==> src/hdl/fsync_pkg.sv <==
`default_nettype none

package fsync_pkg;

  // ~~~~~~~~~~~~~~~~~~~~~~~~~~~~~~~~~~~~~~~~~~~~~~~~~~~~~~~~~~~~
  // Node geometry and default widths
  // ~~~~~~~~~~~~~~~~~~~~~~~~~~~~~~~~~~~~~~~~~~~~~~~~~~~~~~~~~~~~

  localparam int unsigned N_CHILDREN     = 2;  // en and ws ports
  localparam int unsigned DEF_AGGR_W     = 4;  // One bit per tree level
  localparam int unsigned DEF_ID_W       = 3;  // Barrier id
  localparam int unsigned DEF_LVL        = 1;  // Level of this node
  localparam int unsigned DEF_FIFO_DEPTH = 4;

  // Request class, decoded from the aggregate field
  typedef enum logic [1:0] {
    CLS_NONE  = 2'd0,  // No request this cycle
    CLS_LOCAL = 2'd1,  // This node is the target
    CLS_UP    = 2'd2,  // Merge, then forward to parent
    CLS_BAD   = 2'd3   // Level bit clear
  } req_class_e;

  // Error sources, index into the node's error vector
  typedef enum logic [1:0] {
    ERR_LVL    = 2'd0,
    ERR_DUP    = 2'd1,
    ERR_UP_OVF = 2'd2,
    ERR_DN_OVF = 2'd3
  } err_e;

  localparam int unsigned N_ERR = 4;

endpackage

`default_nettype wire

==> src/hdl/fsync_down.sv <==
`timescale 1ns/1ps
`default_nettype none

module fsync_down
  import fsync_pkg::*;
#(
  parameter int unsigned ID_W       = DEF_ID_W,
  parameter int unsigned FIFO_DEPTH = DEF_FIFO_DEPTH
) (
  input  wire logic            clk_i,
  input  wire logic            rst_ni,
  input  wire logic            rsp_valid_i,              // From parent
  input  wire logic [ID_W-1:0] rsp_id_i,
  input  wire logic            loc_push_i [N_CHILDREN],  // Local completions
  input  wire logic [ID_W-1:0] loc_id_i   [N_CHILDREN],
  output logic                 rsp_valid_o,              // To both children
  output logic      [ID_W-1:0] rsp_id_o,
  output logic                 ovf_o
);

  logic            q_push [N_CHILDREN];
  logic            q_pop, q_empty;
  logic [ID_W-1:0] q_head;
  logic            byp    [N_CHILDREN];  // Straight to output, queue idle
  logic            rsp_valid_d, rsp_valid_q;
  logic [ID_W-1:0] rsp_id_d, rsp_id_q;

  // ~~~~~~~~~~~~~~~~~~~~~~~~~~~~~~~~~~~~~~~~~~~~~~~~~~~~~~~~~~~~
  // Output select, parent first
  // ~~~~~~~~~~~~~~~~~~~~~~~~~~~~~~~~~~~~~~~~~~~~~~~~~~~~~~~~~~~~

  always_comb begin
    byp[0] = !rsp_valid_i && q_empty && loc_push_i[0];
    byp[1] = !rsp_valid_i && q_empty && !loc_push_i[0] && loc_push_i[1];
    q_pop  = !rsp_valid_i && !q_empty;  // Oldest local completion next

    for (int i = 0; i < N_CHILDREN; i++) begin
      q_push[i] = loc_push_i[i] && !byp[i];
    end

    rsp_valid_d = 1'b1;
    if (rsp_valid_i) begin
      rsp_id_d = rsp_id_i;
    end else if (!q_empty) begin
      rsp_id_d = q_head;
    end else if (byp[0]) begin
      rsp_id_d = loc_id_i[0];
    end else if (byp[1]) begin
      rsp_id_d = loc_id_i[1];
    end else begin
      rsp_valid_d = 1'b0;  // Nothing to send
      rsp_id_d    = rsp_id_q;
    end
  end

  fsync_fifo #(
    .DATA_W     ( ID_W       ),
    .FIFO_DEPTH ( FIFO_DEPTH )
  ) i_fifo (
    .clk_i   ( clk_i    ),
    .rst_ni  ( rst_ni   ),
    .push_i  ( q_push   ),
    .data_i  ( loc_id_i ),
    .pop_i   ( q_pop    ),
    .empty_o ( q_empty  ),
    .data_o  ( q_head   ),
    .ovf_o   ( ovf_o    )
  );

  always_ff @(posedge clk_i or negedge rst_ni) begin
    if (!rst_ni) rsp_valid_q <= 1'b0;
    else         rsp_valid_q <= rsp_valid_d;
  end

  always_ff @(posedge clk_i) begin
    rsp_id_q <= rsp_id_d;  // Only meaningful with valid
  end

  assign rsp_valid_o = rsp_valid_q;
  assign rsp_id_o    = rsp_id_q;

endmodule

`default_nettype wire

==> src/hdl/fsync_fifo.sv <==
`timescale 1ns/1ps
`default_nettype none

module fsync_fifo
  import fsync_pkg::*;
#(
  parameter int unsigned DATA_W     = 8,
  parameter int unsigned FIFO_DEPTH = DEF_FIFO_DEPTH
) (
  input  wire logic              clk_i,
  input  wire logic              rst_ni,
  input  wire logic              push_i [N_CHILDREN],  // In port order
  input  wire logic [DATA_W-1:0] data_i [N_CHILDREN],
  input  wire logic              pop_i,
  output logic                   empty_o,
  output logic      [DATA_W-1:0] data_o,             // Head, combinational
  output logic                   ovf_o               // Push dropped while full
);

  localparam int unsigned PTR_W = (FIFO_DEPTH > 1) ? $clog2(FIFO_DEPTH) : 1;
  localparam int unsigned CNT_W = PTR_W + 1;

  logic [DATA_W-1:0] mem_q [FIFO_DEPTH];
  logic [PTR_W-1:0]  rd_ptr_q, wr_ptr_q, wr_ptr_d;
  logic [CNT_W-1:0]  cnt_q, cnt_d;
  logic [CNT_W-1:0]  room, n_acc;
  logic              do_pop;
  logic              wr_en  [N_CHILDREN];
  logic [PTR_W-1:0]  wr_idx [N_CHILDREN];

  // Wrap at FIFO_DEPTH, also for depths that are no power of two
  function automatic logic [PTR_W-1:0] ptr_inc(input logic [PTR_W-1:0] p);
    return (p == PTR_W'(FIFO_DEPTH - 1)) ? '0 : p + 1'b1;
  endfunction

  assign empty_o = (cnt_q == '0);
  assign data_o  = mem_q[rd_ptr_q];
  assign do_pop  = pop_i && !empty_o;  // Pop on empty is ignored

  // Accept pushes in order while room is left; popped slot counts as free
  always_comb begin
    room     = CNT_W'(FIFO_DEPTH) - cnt_q + {{(CNT_W-1){1'b0}}, do_pop};
    n_acc    = '0;
    wr_ptr_d = wr_ptr_q;
    ovf_o    = 1'b0;
    for (int i = 0; i < N_CHILDREN; i++) begin
      wr_en[i]  = 1'b0;
      wr_idx[i] = wr_ptr_d;
      if (push_i[i]) begin
        if (n_acc < room) begin
          wr_en[i] = 1'b1;
          n_acc    = n_acc + 1'b1;
          wr_ptr_d = ptr_inc(wr_ptr_d);
        end else begin
          ovf_o = 1'b1;  // Entry lost
        end
      end
    end
    cnt_d = cnt_q + n_acc - {{(CNT_W-1){1'b0}}, do_pop};
  end

  always_ff @(posedge clk_i or negedge rst_ni) begin
    if (!rst_ni) begin
      rd_ptr_q <= '0;
      wr_ptr_q <= '0;
      cnt_q    <= '0;
    end else begin
      if (do_pop) rd_ptr_q <= ptr_inc(rd_ptr_q);
      wr_ptr_q <= wr_ptr_d;
      cnt_q    <= cnt_d;
    end
  end

  // Storage
  always_ff @(posedge clk_i) begin
    for (int i = 0; i < N_CHILDREN; i++) begin
      if (wr_en[i]) mem_q[wr_idx[i]] <= data_i[i];
    end
  end

endmodule

`default_nettype wire

==> src/hdl/fsync_match.sv <==
`timescale 1ns/1ps
`default_nettype none

module fsync_match
  import fsync_pkg::*;
#(
  parameter int unsigned AGGR_W = DEF_AGGR_W,
  parameter int unsigned ID_W   = DEF_ID_W
) (
  input  wire logic              clk_i,
  input  wire logic              rst_ni,
  input  wire req_class_e        cls_i      [N_CHILDREN],
  input  wire logic [ID_W-1:0]   id_i       [N_CHILDREN],
  input  wire logic [AGGR_W-1:0] aggr_i     [N_CHILDREN],
  output logic                   up_push_o  [N_CHILDREN],  // Port 0 first
  output logic      [ID_W-1:0]   up_id_o    [N_CHILDREN],
  output logic      [AGGR_W-1:0] up_aggr_o  [N_CHILDREN],
  output logic                   loc_push_o [N_CHILDREN],
  output logic      [ID_W-1:0]   loc_id_o   [N_CHILDREN],
  output logic                   dup_err_o,
  output logic                   lvl_err_o
);

  localparam int unsigned N_IDS = 2 ** ID_W;

  // ~~~~~~~~~~~~~~~~~~~~~~~~~~~~~~~~~~~~~~~~~~~~~~~~~~~~~~~~~~~~
  // Arrival table, one bit per child and id
  // ~~~~~~~~~~~~~~~~~~~~~~~~~~~~~~~~~~~~~~~~~~~~~~~~~~~~~~~~~~~~

  logic [N_CHILDREN-1:0] arr_q [N_IDS];

  logic                  vld    [N_CHILDREN];
  logic                  done   [N_CHILDREN];  // Barrier completes on this port
  logic                  set_en [N_CHILDREN];  // First arrival, mark it
  logic                  same;                 // Both ports, same id, same cycle
  logic                  dup_err, lvl_err;

  logic                  up_push_q  [N_CHILDREN];
  logic                  loc_push_q [N_CHILDREN];
  logic [ID_W-1:0]       id_q       [N_CHILDREN];
  logic [AGGR_W-1:0]     aggr_q     [N_CHILDREN];
  logic                  dup_err_q, lvl_err_q;

  always_comb begin
    lvl_err = 1'b0;
    for (int i = 0; i < N_CHILDREN; i++) begin
      vld[i]  = (cls_i[i] == CLS_LOCAL) || (cls_i[i] == CLS_UP);
      lvl_err = lvl_err || (cls_i[i] == CLS_BAD);
    end
  end

  always_comb begin
    same    = vld[0] && vld[1] && (id_i[0] == id_i[1]);
    dup_err = 1'b0;
    for (int i = 0; i < N_CHILDREN; i++) begin
      done[i]   = 1'b0;
      set_en[i] = 1'b0;
    end
    if (same) begin
      done[0] = 1'b1;                 // One completion, carried on slot 0
      dup_err = |arr_q[id_i[0]];      // Some port was already waiting
    end else begin
      // Different ids here, so the two ports never touch the same entry
      for (int i = 0; i < N_CHILDREN; i++) begin
        if (vld[i]) begin
          if (arr_q[id_i[i]][i]) begin
            dup_err = 1'b1;                               // Arrived twice
          end else if (arr_q[id_i[i]][N_CHILDREN-1-i]) begin
            done[i] = 1'b1;                               // Partner waiting
          end else begin
            set_en[i] = 1'b1;
          end
        end
      end
    end
  end

  always_ff @(posedge clk_i or negedge rst_ni) begin
    if (!rst_ni) begin
      for (int k = 0; k < N_IDS; k++) arr_q[k] <= '0;
    end else begin
      for (int i = 0; i < N_CHILDREN; i++) begin
        if (set_en[i]) arr_q[id_i[i]][i] <= 1'b1;
        if (done[i])   arr_q[id_i[i]]    <= '0;  // Entry free again
      end
    end
  end

  // ~~~~~~~~~~~~~~~~~~~~~~~~~~~~~~~~~~~~~~~~~~~~~~~~~~~~~~~~~~~~
  // Completion routing by class
  // ~~~~~~~~~~~~~~~~~~~~~~~~~~~~~~~~~~~~~~~~~~~~~~~~~~~~~~~~~~~~

  always_ff @(posedge clk_i or negedge rst_ni) begin
    if (!rst_ni) begin
      for (int i = 0; i < N_CHILDREN; i++) begin
        up_push_q[i]  <= 1'b0;
        loc_push_q[i] <= 1'b0;
      end
      dup_err_q <= 1'b0;
      lvl_err_q <= 1'b0;
    end else begin
      for (int i = 0; i < N_CHILDREN; i++) begin
        up_push_q[i]  <= done[i] && (cls_i[i] == CLS_UP);
        loc_push_q[i] <= done[i] && (cls_i[i] == CLS_LOCAL);
      end
      dup_err_q <= dup_err;
      lvl_err_q <= lvl_err;
    end
  end

  always_ff @(posedge clk_i) begin
    id_q   <= id_i;
    aggr_q <= aggr_i;  // Merged request keeps the arriving aggregate
  end

  assign up_push_o  = up_push_q;
  assign up_id_o    = id_q;
  assign up_aggr_o  = aggr_q;
  assign loc_push_o = loc_push_q;
  assign loc_id_o   = id_q;
  assign dup_err_o  = dup_err_q;
  assign lvl_err_o  = lvl_err_q;

endmodule

`default_nettype wire

==> src/hdl/fsync_node.sv <==
`timescale 1ns/1ps
`default_nettype none

module fsync_node
  import fsync_pkg::*;
#(
  parameter int unsigned AGGR_W     = DEF_AGGR_W,
  parameter int unsigned ID_W       = DEF_ID_W,
  parameter int unsigned LVL        = DEF_LVL,
  parameter int unsigned FIFO_DEPTH = DEF_FIFO_DEPTH
) (
  input  wire logic              clk_i,
  input  wire logic              rst_ni,
  // Children, en on 0 and ws on 1
  input  wire logic              req_valid_i [N_CHILDREN],
  input  wire logic [ID_W-1:0]   req_id_i    [N_CHILDREN],
  input  wire logic [AGGR_W-1:0] req_aggr_i  [N_CHILDREN],
  output logic                   rsp_valid_o,
  output logic      [ID_W-1:0]   rsp_id_o,
  // Parent
  output logic                   req_valid_o,
  output logic      [ID_W-1:0]   req_id_o,
  output logic      [AGGR_W-1:0] req_aggr_o,
  input  wire logic              rsp_valid_i,
  input  wire logic [ID_W-1:0]   rsp_id_i,
  output logic                   error_o       // Sticky until reset
);

  req_class_e             rx_cls   [N_CHILDREN];
  logic      [ID_W-1:0]   rx_id    [N_CHILDREN];
  logic      [AGGR_W-1:0] rx_aggr  [N_CHILDREN];
  logic                   up_push  [N_CHILDREN];
  logic      [ID_W-1:0]   up_id    [N_CHILDREN];
  logic      [AGGR_W-1:0] up_aggr  [N_CHILDREN];
  logic                   loc_push [N_CHILDREN];
  logic      [ID_W-1:0]   loc_id   [N_CHILDREN];
  logic      [N_ERR-1:0]  err_pulse;
  logic                   error_q;

  fsync_rx #(
    .AGGR_W ( AGGR_W ),
    .ID_W   ( ID_W   ),
    .LVL    ( LVL    )
  ) i_rx (
    .clk_i       ( clk_i       ),
    .rst_ni      ( rst_ni      ),
    .req_valid_i ( req_valid_i ),
    .req_id_i    ( req_id_i    ),
    .req_aggr_i  ( req_aggr_i  ),
    .cls_o       ( rx_cls      ),
    .id_o        ( rx_id       ),
    .aggr_o      ( rx_aggr     )
  );

  fsync_match #(
    .AGGR_W ( AGGR_W ),
    .ID_W   ( ID_W   )
  ) i_match (
    .clk_i      ( clk_i              ),
    .rst_ni     ( rst_ni             ),
    .cls_i      ( rx_cls             ),
    .id_i       ( rx_id              ),
    .aggr_i     ( rx_aggr            ),
    .up_push_o  ( up_push            ),
    .up_id_o    ( up_id              ),
    .up_aggr_o  ( up_aggr            ),
    .loc_push_o ( loc_push           ),
    .loc_id_o   ( loc_id             ),
    .dup_err_o  ( err_pulse[ERR_DUP] ),
    .lvl_err_o  ( err_pulse[ERR_LVL] )
  );

  fsync_up #(
    .AGGR_W     ( AGGR_W     ),
    .ID_W       ( ID_W       ),
    .FIFO_DEPTH ( FIFO_DEPTH )
  ) i_up (
    .clk_i       ( clk_i                 ),
    .rst_ni      ( rst_ni                ),
    .up_push_i   ( up_push               ),
    .up_id_i     ( up_id                 ),
    .up_aggr_i   ( up_aggr               ),
    .req_valid_o ( req_valid_o           ),
    .req_id_o    ( req_id_o              ),
    .req_aggr_o  ( req_aggr_o            ),
    .ovf_o       ( err_pulse[ERR_UP_OVF] )
  );

  fsync_down #(
    .ID_W       ( ID_W       ),
    .FIFO_DEPTH ( FIFO_DEPTH )
  ) i_down (
    .clk_i       ( clk_i                 ),
    .rst_ni      ( rst_ni                ),
    .rsp_valid_i ( rsp_valid_i           ),
    .rsp_id_i    ( rsp_id_i              ),
    .loc_push_i  ( loc_push              ),
    .loc_id_i    ( loc_id                ),
    .rsp_valid_o ( rsp_valid_o           ),
    .rsp_id_o    ( rsp_id_o              ),
    .ovf_o       ( err_pulse[ERR_DN_OVF] )
  );

  // Any error pulse latches the flag
  always_ff @(posedge clk_i or negedge rst_ni) begin
    if (!rst_ni)         error_q <= 1'b0;
    else if (|err_pulse) error_q <= 1'b1;
  end

  assign error_o = error_q;

endmodule

`default_nettype wire

==> src/hdl/fsync_rx.sv <==
`timescale 1ns/1ps
`default_nettype none

module fsync_rx
  import fsync_pkg::*;
#(
  parameter int unsigned AGGR_W = DEF_AGGR_W,
  parameter int unsigned ID_W   = DEF_ID_W,
  parameter int unsigned LVL    = DEF_LVL
) (
  input  wire logic              clk_i,
  input  wire logic              rst_ni,
  input  wire logic              req_valid_i [N_CHILDREN],
  input  wire logic [ID_W-1:0]   req_id_i    [N_CHILDREN],
  input  wire logic [AGGR_W-1:0] req_aggr_i  [N_CHILDREN],
  output req_class_e             cls_o       [N_CHILDREN],
  output logic      [ID_W-1:0]   id_o        [N_CHILDREN],
  output logic      [AGGR_W-1:0] aggr_o      [N_CHILDREN]
);

  // Bits at and below this level, and the bits above it
  localparam logic [AGGR_W-1:0] LOW_MASK = (AGGR_W'(1) << (LVL + 1)) - AGGR_W'(1);
  localparam logic [AGGR_W-1:0] HI_MASK  = ~LOW_MASK;

  req_class_e            cls_d  [N_CHILDREN];
  req_class_e            cls_q  [N_CHILDREN];
  logic      [ID_W-1:0]   id_q   [N_CHILDREN];
  logic      [AGGR_W-1:0] aggr_q [N_CHILDREN];

  // Class decode on the raw request
  always_comb begin
    for (int i = 0; i < N_CHILDREN; i++) begin
      if (!req_valid_i[i]) begin
        cls_d[i] = CLS_NONE;
      end else if (!req_aggr_i[i][LVL]) begin
        cls_d[i] = CLS_BAD;                     // Not meant for this subtree
      end else if ((req_aggr_i[i] & HI_MASK) == '0) begin
        cls_d[i] = CLS_LOCAL;                   // Stops here
      end else begin
        cls_d[i] = CLS_UP;                      // Goes further up
      end
    end
  end

  always_ff @(posedge clk_i or negedge rst_ni) begin
    if (!rst_ni) begin
      for (int i = 0; i < N_CHILDREN; i++) cls_q[i] <= CLS_NONE;
    end else begin
      cls_q <= cls_d;
    end
  end

  // Payload follows the class
  always_ff @(posedge clk_i) begin
    id_q   <= req_id_i;
    aggr_q <= req_aggr_i;
  end

  assign cls_o  = cls_q;
  assign id_o   = id_q;
  assign aggr_o = aggr_q;

endmodule

`default_nettype wire

==> src/hdl/fsync_up.sv <==
`timescale 1ns/1ps
`default_nettype none

module fsync_up
  import fsync_pkg::*;
#(
  parameter int unsigned AGGR_W     = DEF_AGGR_W,
  parameter int unsigned ID_W       = DEF_ID_W,
  parameter int unsigned FIFO_DEPTH = DEF_FIFO_DEPTH
) (
  input  wire logic              clk_i,
  input  wire logic              rst_ni,
  input  wire logic              up_push_i [N_CHILDREN],
  input  wire logic [ID_W-1:0]   up_id_i   [N_CHILDREN],
  input  wire logic [AGGR_W-1:0] up_aggr_i [N_CHILDREN],
  output logic                   req_valid_o,
  output logic      [ID_W-1:0]   req_id_o,
  output logic      [AGGR_W-1:0] req_aggr_o,
  output logic                   ovf_o
);

  localparam int unsigned DATA_W = ID_W + AGGR_W;

  logic [DATA_W-1:0] push_data [N_CHILDREN];
  logic [DATA_W-1:0] head;
  logic              empty;

  // Pack id above aggregate
  always_comb begin
    for (int i = 0; i < N_CHILDREN; i++) push_data[i] = {up_id_i[i], up_aggr_i[i]};
  end

  fsync_fifo #(
    .DATA_W     ( DATA_W     ),
    .FIFO_DEPTH ( FIFO_DEPTH )
  ) i_fifo (
    .clk_i   ( clk_i       ),
    .rst_ni  ( rst_ni      ),
    .push_i  ( up_push_i   ),
    .data_i  ( push_data   ),
    .pop_i   ( req_valid_o ),  // No back-pressure, drain every cycle
    .empty_o ( empty       ),
    .data_o  ( head        ),
    .ovf_o   ( ovf_o       )
  );

  assign req_valid_o           = !empty;
  assign {req_id_o, req_aggr_o} = head;

endmodule

`default_nettype wire
==> config.mk <==
export PLATFORM = sky130hd
export DESIGN_NAME = fsync_node
export DESIGN_NICKNAME = d
export VERILOG_FILES = /design/src/hdl/fsync_pkg.sv /design/src/hdl/fsync_down.sv /design/src/hdl/fsync_fifo.sv /design/src/hdl/fsync_match.sv /design/src/hdl/fsync_node.sv /design/src/hdl/fsync_rx.sv /design/src/hdl/fsync_up.sv
export SDC_FILE = /design/constraint.sdc
export NUM_CORES = 1
export LEC_CHECK = 0
export ABC_AREA = 1
export BUFFER_PORTS_ARGS = -buffer_cell sky130_fd_sc_hd__clkbuf_2
export CAP_MARGIN = 20
export CORE_ASPECT_RATIO = 0.7
export CORE_MARGIN = 10
export CORE_UTILIZATION = 40
export DETAILED_ROUTE_END_ITERATION = 10
export PLACE_DENSITY = 0.56
export SLEW_MARGIN = 5
export SYNTH_ARGS = -nofsm -noshare
export SYNTH_HDL_FRONTEND = slang
export SYNTH_SLANG_ARGS = --single-unit
==> constraint.sdc <==
create_clock -name clk_i -period 2.7 [get_ports clk_i]
set_clock_uncertainty 0.05 [all_clocks]
set_input_delay 0 -clock clk_i [delete_from_list [all_inputs] [get_ports clk_i]]
set_output_delay 0 -clock clk_i [all_outputs]
set_load 0.03 [all_outputs]
==> results of run 1 <==
[synthesized netlist by cell type]
| library cell | n | area share [%] |
|---|---|---|
| sky130_fd_sc_hd__nand3b_1 | 1 | 0.13 |
| sky130_fd_sc_hd__inv_1 | 77 | 4.9 |
| sky130_fd_sc_hd__or2_2 | 4 | 0.42 |
| sky130_fd_sc_hd__nand2_1 | 202 | 13 |
| sky130_fd_sc_hd__nor2_1 | 56 | 3.5 |
| sky130_fd_sc_hd__o2111ai_1 | 3 | 0.44 |
| sky130_fd_sc_hd__buf_6 | 4 | 0.76 |
| sky130_fd_sc_hd__nand4_1 | 1 | 0.11 |
| sky130_fd_sc_hd__nor3_1 | 10 | 0.84 |
| sky130_fd_sc_hd__edfxtp_1 | 43 | 22 |
| sky130_fd_sc_hd__nand2_8 | 2 | 0.68 |
| sky130_fd_sc_hd__nand3_2 | 9 | 1.5 |
| sky130_fd_sc_hd__nor3_2 | 1 | 0.17 |
| sky130_fd_sc_hd__nand3_4 | 1 | 0.30 |
| sky130_fd_sc_hd__nand2_2 | 7 | 0.74 |
| sky130_fd_sc_hd__buf_1 | 3 | 0.19 |
| sky130_fd_sc_hd__o21ai_0 | 61 | 5.1 |
| sky130_fd_sc_hd__a31oi_1 | 2 | 0.21 |
| sky130_fd_sc_hd__ha_1 | 34 | 7.2 |
| sky130_fd_sc_hd__o21ai_2 | 2 | 0.30 |
| sky130_fd_sc_hd__nor3_4 | 1 | 0.27 |
| sky130_fd_sc_hd__buf_2 | 5 | 0.42 |
| sky130_fd_sc_hd__o21ai_1 | 23 | 1.9 |
| sky130_fd_sc_hd__inv_2 | 7 | 0.44 |
| sky130_fd_sc_hd__nand3_1 | 33 | 2.8 |
| sky130_fd_sc_hd__a22oi_1 | 1 | 0.13 |
| sky130_fd_sc_hd__nor2_4 | 2 | 0.38 |
| sky130_fd_sc_hd__dfrtp_1 | 42 | 18 |
| sky130_fd_sc_hd__o2bb2ai_1 | 1 | 0.15 |
| sky130_fd_sc_hd__a21oi_1 | 2 | 0.17 |
| sky130_fd_sc_hd__inv_4 | 1 | 0.11 |
| sky130_fd_sc_hd__nor2_2 | 3 | 0.32 |
| sky130_fd_sc_hd__dfxtp_1 | 28 | 9.5 |
| sky130_fd_sc_hd__o22ai_1 | 11 | 1.2 |
| sky130_fd_sc_hd__nand2_4 | 1 | 0.19 |
| sky130_fd_sc_hd__fa_1 | 2 | 0.68 |
| sky130_fd_sc_hd__xor2_1 | 3 | 0.44 |
| sky130_fd_sc_hd__clkbuf_1 | 3 | 0.19 |
| sky130_fd_sc_hd__xnor2_1 | 3 | 0.44 |
| sky130_fd_sc_hd__o211ai_1 | 2 | 0.25 |
| sky130_fd_sc_hd__buf_4 | 2 | 0.25 |
[repair_timing]
action	in CTS	in global routing
resized for setup	46	101
cloned	1	0
hold buffers	24	0
hold endpoints to repair	63	0
setup buffers	11	7
pin swaps	14	19
endpoints found under the setup margin	84	86
[kinds of logic (layout without fill, tap and decap cells)]
kind of cell,after synthesis,count (layout),share of synthesized area [%]
AOI/OAI and AO/OA,108,108,9.897
xor gates and xnor gates,6,6,0.8864
buffers and inverters,102,223,7.238
DFF,113,113,48.96
other,0,1,0
adders and majority gates,36,36,7.850
and+or+nand+nor,334,335,25.17
[final cells by class]
type	instances	share of cell area [%]
multi-input cells	485	39.02
flip-flops and latches	113	36.12
repair buffers	106	10.32
clock buffers	18	5.605
inverters	85	4.188
well taps	195	3.036
clock inverters	14	1.681
diodes	1	0.03114
[worst reg2reg max path, cell delays in order (launching register included)]
cell,delay (ns)
sky130_fd_sc_hd__dfrtp_1,0.38
sky130_fd_sc_hd__nor3_2,0.22
sky130_fd_sc_hd__ha_2,0.20
sky130_fd_sc_hd__inv_2,0.04
sky130_fd_sc_hd__ha_4,0.19
sky130_fd_sc_hd__nand3b_1,0.21
sky130_fd_sc_hd__nor2_2,0.14
sky130_fd_sc_hd__inv_2,0.07
sky130_fd_sc_hd__buf_6,0.12
sky130_fd_sc_hd__nand2_4,0.08
sky130_fd_sc_hd__nand2_4,0.06
sky130_fd_sc_hd__o21ai_4,0.08
sky130_fd_sc_hd__inv_2,0.08
sky130_fd_sc_hd__buf_6,0.12
sky130_fd_sc_hd__ha_4,0.17
sky130_fd_sc_hd__nand2_8,0.10
sky130_fd_sc_hd__buf_6,0.11
sky130_fd_sc_hd__o21ai_1,0.05
[power breakdown]
group	switching (mW)	internal [mW]
sequential	0.303	2.12
clock	0.911	1.28
combinational	1.90	1.37
[metal layers]
layer | vias to the layer above | share of wire [%] | global-route usage, %
met4 | 0 | 1.5 | 5.197
met5 | - | 0 | 0
met1 | 2405 | 45 | 20.32
met2 | 139 | 47 | 24.15
met3 | 20 | 6.1 | 3.707
li1 | 2516 | - | -
[state kept, by name (all words and copies together) (netlist names), 2 cells and up]
name	count
i_up.i_fifo.mem_q	28
i_down.rsp_id_o	3
i_match.loc_push_o	2
i_rx.cls_o	4
i_down.i_fifo.mem_q	12
i_up.i_fifo.wr_ptr_q	2
i_match.arr_q	16
i_up.i_fifo.cnt_q	3
i_match.up_aggr_o	8
i_match.loc_id_o	6
i_up.i_fifo.rd_ptr_q	2
i_down.i_fifo.cnt_q	3
i_down.i_fifo.rd_ptr_q	2
i_match.up_push_o	2
i_rx.id_o	6
i_down.i_fifo.wr_ptr_q	2
i_rx.aggr_o	8
[worst max path at each step]
stage                              start                      end  slack (ns)  depth (start not counted)
finish              i_up.i_fifo.cnt_q[1]  i_up.i_fifo.mem_q[3][6]       -0.06                         17
global route        i_up.i_fifo.cnt_q[1]     i_up.i_fifo.cnt_q[2]       -0.23                         15
global placement    i_up.i_fifo.cnt_q[1]     i_up.i_fifo.cnt_q[2]       -0.09                         15
detailed placement  i_up.i_fifo.cnt_q[1]     i_up.i_fifo.cnt_q[2]       -0.18                         15
floorplan           i_up.i_fifo.cnt_q[0]     i_up.i_fifo.cnt_q[2]       -0.05                         15
CTS                 i_up.i_fifo.cnt_q[1]     i_up.i_fifo.cnt_q[2]        -0.1                         15
[stage by stage]
stage	hold WS (ns)	setup WS, ns
2_1_floorplan	-0.3456	-0.05267
3_3_place_gp	-0.2219	-0.09433
3_5_place_dp	-0.2227	-0.1761
4_1_cts	0.1366	-0.09800
5_1_grt	0.1878	-0.2262
6_report	0.1703	-0.05557
==> impl_metrics.xml, run 1 <==
<?xml version="1.0" encoding="UTF-8"?>
<metrics>
  <group name="sta">
    <metric name="fmax" unit="GHz">0.3629</metric>
    <metric name="final.period_utilization" unit="%">102.1</metric>
    <metric name="maxSlewHeadroom" unit="%">60.65</metric>
    <metric name="tightest_slew" unit="ns">0.5903</metric>
    <metric name="final-max-slew-violation-count" unit="">0</metric>
    <metric name="hold_vio_cnt_final" unit="">0</metric>
    <metric name="final.setup.worst_slack" unit="ns">-0.05557</metric>
    <metric name="setup_viol_count_final" unit="">25</metric>
    <metric name="unrepaired_setup_endpoints_after_global_routing" unit="">true</metric>
    <metric name="totalNegativeSetupSlack" unit="ns">-0.9237</metric>
    <metric name="min_period" unit="ns">2.756</metric>
  </group>
  <group name="cells_and_area">
    <metric name="area.sequential" unit="um^2">2903</metric>
    <metric name="mostFrequentLayoutCell" unit="">sky130_fd_sc_hd__nand2_1</metric>
    <metric name="post_route_cells_drive_above_1_share" unit="%">28.50</metric>
    <metric name="nets" unit="">866</metric>
    <metric name="stdcell_count" unit="">1017</metric>
    <metric name="final_area" unit="um^2">8036</metric>
    <metric name="commonest_cells_after_routing_fill_and_taps_aside" unit="">166 x sky130_fd_sc_hd__nand2_1, 68 x sky130_fd_sc_hd__inv_1, 55 x sky130_fd_sc_hd__nor2_1</metric>
    <metric name="multi_input_area" unit="um^2">3136</metric>
    <metric name="final_core_utilization" unit="%">54.94</metric>
    <metric name="synthToLayoutAreaGrowth" unit="%">35.53</metric>
    <metric name="fillers" unit="">1320</metric>
  </group>
  <group name="placement">
    <metric name="gpl.final_weighted_congestion" unit="">0.8908</metric>
    <metric name="dp_hpwl" unit="um">10560</metric>
    <metric name="dpl_cell_area" unit="um^2">6509</metric>
    <metric name="placedCellCount" unit="">941</metric>
    <metric name="numPortBuffers" unit="">34</metric>
  </group>
  <group name="pwr">
    <metric name="power.density" unit="nW/um^2">980.5</metric>
    <metric name="total_power_after_layout" unit="mW">7.880</metric>
    <metric name="peakVddDrop" unit="V">0.0004717</metric>
    <metric name="power_leakage" unit="nW">3.699</metric>
  </group>
  <group name="hold_path">
    <metric name="holdCritStartpoint" unit="">rsp_valid_i</metric>
    <metric name="hold_critical_path_endpoint" unit="">i_down.rsp_valid_o</metric>
    <metric name="whs_path_depth" unit="">4</metric>
    <metric name="min-delay-path-class" unit="">input port to flip-flop</metric>
  </group>
  <group name="clock_network">
    <metric name="cts_buffers" unit="">17</metric>
    <metric name="cts_root_buffer" unit="">sky130_fd_sc_hd__clkbuf_16</metric>
    <metric name="cts.path.max_buffers" unit="">2</metric>
    <metric name="h-tree-depth" unit="">4</metric>
    <metric name="cts_tree" unit="">yes</metric>
    <metric name="clkSlewWorstSetupHoldPaths" unit="ns">0.06</metric>
    <metric name="clk-insertion-delay-late" unit="ns">0.41</metric>
    <metric name="cts_num_sinks" unit="">113</metric>
  </group>
  <group name="worst_setup_path">
    <metric name="path_cells" unit="">nor3_2 -&gt; ha_2 -&gt; inv_2 -&gt; ha_4 -&gt; nand3b_1 -&gt; nor2_2 -&gt; inv_2 -&gt; buf_6 -&gt; nand2_4 -&gt; nand2_4 -&gt; o21ai_4 -&gt; inv_2 -&gt; buf_6 -&gt; ha_4 -&gt; nand2_8 -&gt; buf_6 -&gt; o21ai_1</metric>
    <metric name="worst_path_largest_cell_delay" unit="ns">0.38</metric>
    <metric name="critical_path.n_buffers_inverters" unit="">6</metric>
    <metric name="cp_slowest_cell" unit="">sky130_fd_sc_hd__dfrtp_1</metric>
    <metric name="crit_type" unit="">flip-flop to flip-flop</metric>
    <metric name="setup.worst_path.start_class" unit="">flip-flop</metric>
    <metric name="worst-endpoint-arrival" unit="ns">2.86</metric>
    <metric name="regToRegStartpoint" unit="">i_up.i_fifo.cnt_q[1]</metric>
    <metric name="rr_endpoint" unit="">i_up.i_fifo.mem_q[3][6]</metric>
    <metric name="timing.reg2reg.worst_path_depth" unit="">17</metric>
    <metric name="worstSetupEndpointType" unit="">flip-flop</metric>
    <metric name="r2r_setup_slack" unit="ns">-0.06</metric>
    <metric name="critical_path.top_delay_family" unit="">simple AND/OR/NAND/NOR gates</metric>
    <metric name="critical_path_peak_fanout" unit="">6</metric>
    <metric name="critical_path_required" unit="ns">2.80</metric>
  </group>
  <group name="synthesis">
    <metric name="seq_area_frac_synth" unit="%">48.96</metric>
    <metric name="synthCells" unit="">699</metric>
    <metric name="netlist-cell-type-count" unit="">41</metric>
    <metric name="yosys_register_bits" unit="">113</metric>
    <metric name="mappedNetlistArea" unit="um^2">5929</metric>
    <metric name="mappedNetlistNets" unit="">757</metric>
    <metric name="yosysWarnings" unit="">0</metric>
    <metric name="synthesis.area_per_instance" unit="um^2">8.483</metric>
  </group>
  <group name="routing">
    <metric name="routed_vias" unit="">5080</metric>
    <metric name="post_drt_via_cell_ratio" unit="">4.995</metric>
    <metric name="drc_viols" unit="">0</metric>
    <metric name="detailed_route_wire_length_per_cell" unit="um">15.39</metric>
    <metric name="drt_pre_antenna_iters" unit="">5</metric>
    <metric name="drt_wl_total" unit="um">15660</metric>
    <metric name="detailedRoute.firstIterationViolations" unit="">417</metric>
    <metric name="postRouteAntennaNets" unit="">0</metric>
  </group>
  <group name="floorplan">
    <metric name="placement_rows" unit="">37</metric>
    <metric name="core-area" unit="um^2">14630</metric>
    <metric name="top_level_ports" unit="">35</metric>
    <metric name="die_width" unit="um">165.5</metric>
    <metric name="dieArea" unit="um^2">20170</metric>
    <metric name="die_height" unit="um">121.9</metric>
    <metric name="initial_core_util" unit="%">40.53</metric>
  </group>
  <group name="flow_run">
    <metric name="max_cap_viol_count" unit="">0</metric>
  </group>
  <group name="outcome">
    <metric name="violations" unit="">setup timing</metric>
    <metric name="outcome" unit="">finished, violations left</metric>
  </group>
  <group name="global_route">
    <metric name="first_pass_grt_wire_length" unit="um">24560</metric>
    <metric name="grt_antenna_before_repair" unit="">1</metric>
    <metric name="grt_start_max_net_pins" unit="">40</metric>
    <metric name="grt_overflow" unit="">0</metric>
    <metric name="globalRouteTotalUtil" unit="%">15.34</metric>
    <metric name="number_of_global_route_vias_before_repair" unit="">4976</metric>
  </group>
</metrics>
(Power assumes the default switching activity.)
==> run 2: changes to the inputs <==
--- a/config.mk
+++ b/config.mk
@@ -9,7 +9,7 @@
 export BUFFER_PORTS_ARGS = -buffer_cell sky130_fd_sc_hd__clkbuf_2
 export CAP_MARGIN = 20
 export CORE_ASPECT_RATIO = 0.7
-export CORE_MARGIN = 10
+export CORE_MARGIN = 2
 export CORE_UTILIZATION = 40
 export DETAILED_ROUTE_END_ITERATION = 10
 export PLACE_DENSITY = 0.56
==> impl_metrics.xml, run 2 (synthesis results as in run 1) <==
<?xml version="1.0" encoding="UTF-8"?>
<metrics>
  <group name="outcome">
    <metric name="outcome" unit="">finished, violations left</metric>
    <metric name="violations" unit="">setup timing</metric>
  </group>
  <group name="worst_setup_path">
    <metric name="critical_path.n_buffers_inverters" unit="">6</metric>
    <metric name="regToRegStartpoint" unit="">i_up.i_fifo.cnt_q[1]</metric>
    <metric name="critical_path.top_delay_family" unit="">simple AND/OR/NAND/NOR gates</metric>
    <metric name="worstSetupEndpointType" unit="">flip-flop</metric>
    <metric name="worst-endpoint-arrival" unit="ns">2.99</metric>
    <metric name="worst_path_largest_cell_delay" unit="ns">0.38</metric>
    <metric name="crit_type" unit="">flip-flop to flip-flop</metric>
    <metric name="worstSetupStartpoint" unit="">i_up.i_fifo.cnt_q[1]</metric>
    <metric name="worst_path_most_repeated_cell" unit="">sky130_fd_sc_hd__buf_6</metric>
    <metric name="path_cells" unit="">nor3_2 -&gt; ha_2 -&gt; inv_2 -&gt; ha_4 -&gt; nand3b_1 -&gt; nor2_2 -&gt; inv_2 -&gt; buf_6 -&gt; buf_6 -&gt; o211ai_1 -&gt; nand2_4 -&gt; inv_4 -&gt; ha_4 -&gt; nand2_8 -&gt; buf_6 -&gt; nand2_1 -&gt; o21ai_1</metric>
    <metric name="setup.worst_path.start_class" unit="">flip-flop</metric>
    <metric name="critical_path_peak_fanout" unit="">6</metric>
    <metric name="critical_path_required" unit="ns">2.81</metric>
    <metric name="cp_slowest_cell" unit="">sky130_fd_sc_hd__dfrtp_1</metric>
  </group>
  <group name="placement">
    <metric name="numPortBuffers" unit="">34</metric>
    <metric name="gpl.final_weighted_congestion" unit="">0.9304</metric>
    <metric name="dp_hpwl" unit="um">10000</metric>
  </group>
  <group name="global_route">
    <metric name="number_of_global_route_vias_before_repair" unit="">4800</metric>
    <metric name="globalRouteTotalUtil" unit="%">19.50</metric>
    <metric name="grt_antenna_before_repair" unit="">0</metric>
    <metric name="first_pass_grt_wire_length" unit="um">23830</metric>
    <metric name="grt_start_max_net_pins" unit="">28</metric>
    <metric name="grt_overflow" unit="">0</metric>
  </group>
  <group name="sta">
    <metric name="maxSlewHeadroom" unit="%">53.02</metric>
    <metric name="setup_viol_count_final" unit="">49</metric>
    <metric name="final.period_utilization" unit="%">106.7</metric>
    <metric name="fmax" unit="GHz">0.3470</metric>
    <metric name="final-max-slew-violation-count" unit="">0</metric>
    <metric name="final.setup.worst_slack" unit="ns">-0.1815</metric>
    <metric name="hold_vio_cnt_final" unit="">0</metric>
    <metric name="min_period" unit="ns">2.881</metric>
    <metric name="tightest_slew" unit="ns">0.7047</metric>
    <metric name="fin_hold_ws" unit="ns">0.06126</metric>
    <metric name="unrepaired_setup_endpoints_after_global_routing" unit="">true</metric>
  </group>
  <group name="floorplan">
    <metric name="dieArea" unit="um^2">15830</metric>
    <metric name="die_width" unit="um">149.5</metric>
    <metric name="top_level_ports" unit="">35</metric>
    <metric name="core-area" unit="um^2">14580</metric>
    <metric name="die_height" unit="um">105.9</metric>
    <metric name="placement_rows" unit="">37</metric>
    <metric name="initial_core_util" unit="%">40.66</metric>
  </group>
  <group name="routing">
    <metric name="drt_pre_antenna_iters" unit="">4</metric>
    <metric name="route.top_layer_used" unit="">met4</metric>
    <metric name="postRouteAntennaNets" unit="">0</metric>
    <metric name="drc_viols" unit="">0</metric>
    <metric name="met2RoutedLength" unit="um">7013</metric>
    <metric name="wl_met3" unit="um">682</metric>
    <metric name="detailedRoute.firstIterationViolations" unit="">355</metric>
    <metric name="detailed_route_wire_length_per_cell" unit="um">14.64</metric>
    <metric name="routed_vias" unit="">4941</metric>
    <metric name="drt_wl_total" unit="um">14890</metric>
    <metric name="m1WireLength" unit="um">6984</metric>
    <metric name="post_drt_via_cell_ratio" unit="">4.858</metric>
  </group>
  <group name="pwr">
    <metric name="total_power_after_layout" unit="mW">8.068</metric>
    <metric name="intPower" unit="mW">5.017</metric>
    <metric name="net_switching_fraction_of_the_power" unit="%">37.82</metric>
    <metric name="power_leakage" unit="nW">3.700</metric>
    <metric name="switching_power" unit="mW">3.052</metric>
    <metric name="power.share.sequential" unit="%">29.7</metric>
    <metric name="power.density" unit="nW/um^2">996.6</metric>
    <metric name="peakVddDrop" unit="V">0.0004619</metric>
    <metric name="power.share.combinational" unit="%">41.6</metric>
    <metric name="pwr-share-clk" unit="%">28.7</metric>
  </group>
  <group name="cells_and_area">
    <metric name="nets" unit="">867</metric>
    <metric name="diodes" unit="">0</metric>
    <metric name="fillers" unit="">1259</metric>
    <metric name="mostFrequentLayoutCell" unit="">sky130_fd_sc_hd__nand2_1</metric>
    <metric name="commonest_cells_after_routing_fill_and_taps_aside" unit="">164 x sky130_fd_sc_hd__nand2_1, 69 x sky130_fd_sc_hd__inv_1, 52 x sky130_fd_sc_hd__nor2_1</metric>
    <metric name="post_route_cells_drive_above_1_share" unit="%">29.32</metric>
    <metric name="synthToLayoutAreaGrowth" unit="%">36.53</metric>
    <metric name="largest_reg_flops" unit="">28</metric>
  </group>
  <group name="clock_network">
    <metric name="clk-insertion-delay-late" unit="ns">0.42</metric>
    <metric name="cts_root_buffer" unit="">sky130_fd_sc_hd__clkbuf_16</metric>
    <metric name="cts_tree" unit="">yes</metric>
    <metric name="h-tree-depth" unit="">4</metric>
    <metric name="clkSlewWorstSetupHoldPaths" unit="ns">0.06</metric>
    <metric name="cts_num_sinks" unit="">113</metric>
    <metric name="cts.path.max_buffers" unit="">2</metric>
    <metric name="cts_buffers" unit="">17</metric>
  </group>
  <group name="hold_path">
    <metric name="min-delay-path-class" unit="">input port to flip-flop</metric>
    <metric name="holdCritStartpoint" unit="">rsp_valid_i</metric>
  </group>
  <group name="flow_run">
    <metric name="max_cap_viol_count" unit="">0</metric>
  </group>
</metrics>
run 2: changes by cell type in the layout (fill, tap and decap cells not counted), sizes merged:
cell and change:
buf +2, bufinv +3, clkbuf -1, clkinvlp +4, diode -1, dlygate4sd3 -1, inv -6
run 2: final timing paths:
path | end | slack (ns) | cells after the start
worst max-delay path | i_up.i_fifo.mem_q[3][4] | -0.18 | 17
worst min-delay path | i_down.i_fifo.rd_ptr_q[0] | 0.06 | 5
worst max register to register | i_up.i_fifo.mem_q[3][4] | -0.18 | 17
worst min register to register | i_match.up_aggr_o[7] | 0.28 | 0
max in group asynchronous | i_up.i_fifo.rd_ptr_q[1] | 1.78 | 3
min in group asynchronous | i_match.arr_q[14] | 0.11 | 2
run 2: worst min-delay path: stages:
cell and delay [ns]:
sky130_fd_sc_hd__clkbuf_2 0.14, sky130_fd_sc_hd__nor2_2 0.05, sky130_fd_sc_hd__buf_4 0.16, sky130_fd_sc_hd__nand2_1 0.05, sky130_fd_sc_hd__o21ai_0 0.06
run 2: through the flow:
| stage | setup TNS, ns | setup slack [ns] | util (%) | cell area, um^2 | cells |
|---|---|---|---|---|---|
| CTS | -1.069 | -0.1068 | 51.71 | 7541 | 1003 |
| floorplan | -0.1907 | -0.05267 | - | 5957 | 699 |
| global route | -12.98 | -0.3161 | 55.51 | 8095 | 1017 |
| detailed placement | -6.268 | -0.1814 | 44.62 | 6506 | 939 |
| global placement | -0.5693 | -0.08731 | 44.62 | 6506 | 939 |
| finish | -4.282 | -0.1815 | 55.51 | 8095 | 1017 |
run 2: power by group through the flow:
| stage | sequential, mW | combinational, mW | clock, mW |
|---|---|---|---|
| global route | 2.44 | 3.73 | 2.44 |
| floorplan | 2.38 | 1.70 | 0 |
| finish | 2.40 | 3.35 | 2.32 |
| detailed placement | 2.42 | 2.43 | 0 |
| global placement | 2.41 | 2.36 | 0 |
| CTS | 2.39 | 2.73 | 2.35 |
run 2: repair_timing:
| action | in CTS | in global routing |
|---|---|---|
| gates resized for setup | 41 | 117 |
| cloned | 0 | 1 |
| hold buffers | 23 | 0 |
| setup endpoints to repair | 84 | 85 |
| pin swaps | 14 | 22 |
| setup buffers | 9 | 14 |
| hold endpoints to repair | 47 | 0 |
run 2: final cells by class:
cell class                 count  area, um^2  share of cell area (%)
sequential                   113        2903                   35.86
multi-input combinational    485        3139                   38.78
clock inverter                15       182.7                   2.257
clock buffer                  17       425.4                   5.255
tap                          195       244.0                   3.014
timing repair buffer         107       854.6                   10.56
inverter                      85       346.6                   4.281
run 2: layer usage:
| layer | vias up | global-route usage [%] |
|---|---|---|
| met5 | - | 0 |
| met4 | 0 | 5.646 |
| met3 | 18 | 4.848 |
| met2 | 106 | 31.23 |
| met1 | 2305 | 26.20 |
| li1 | 2512 | - |
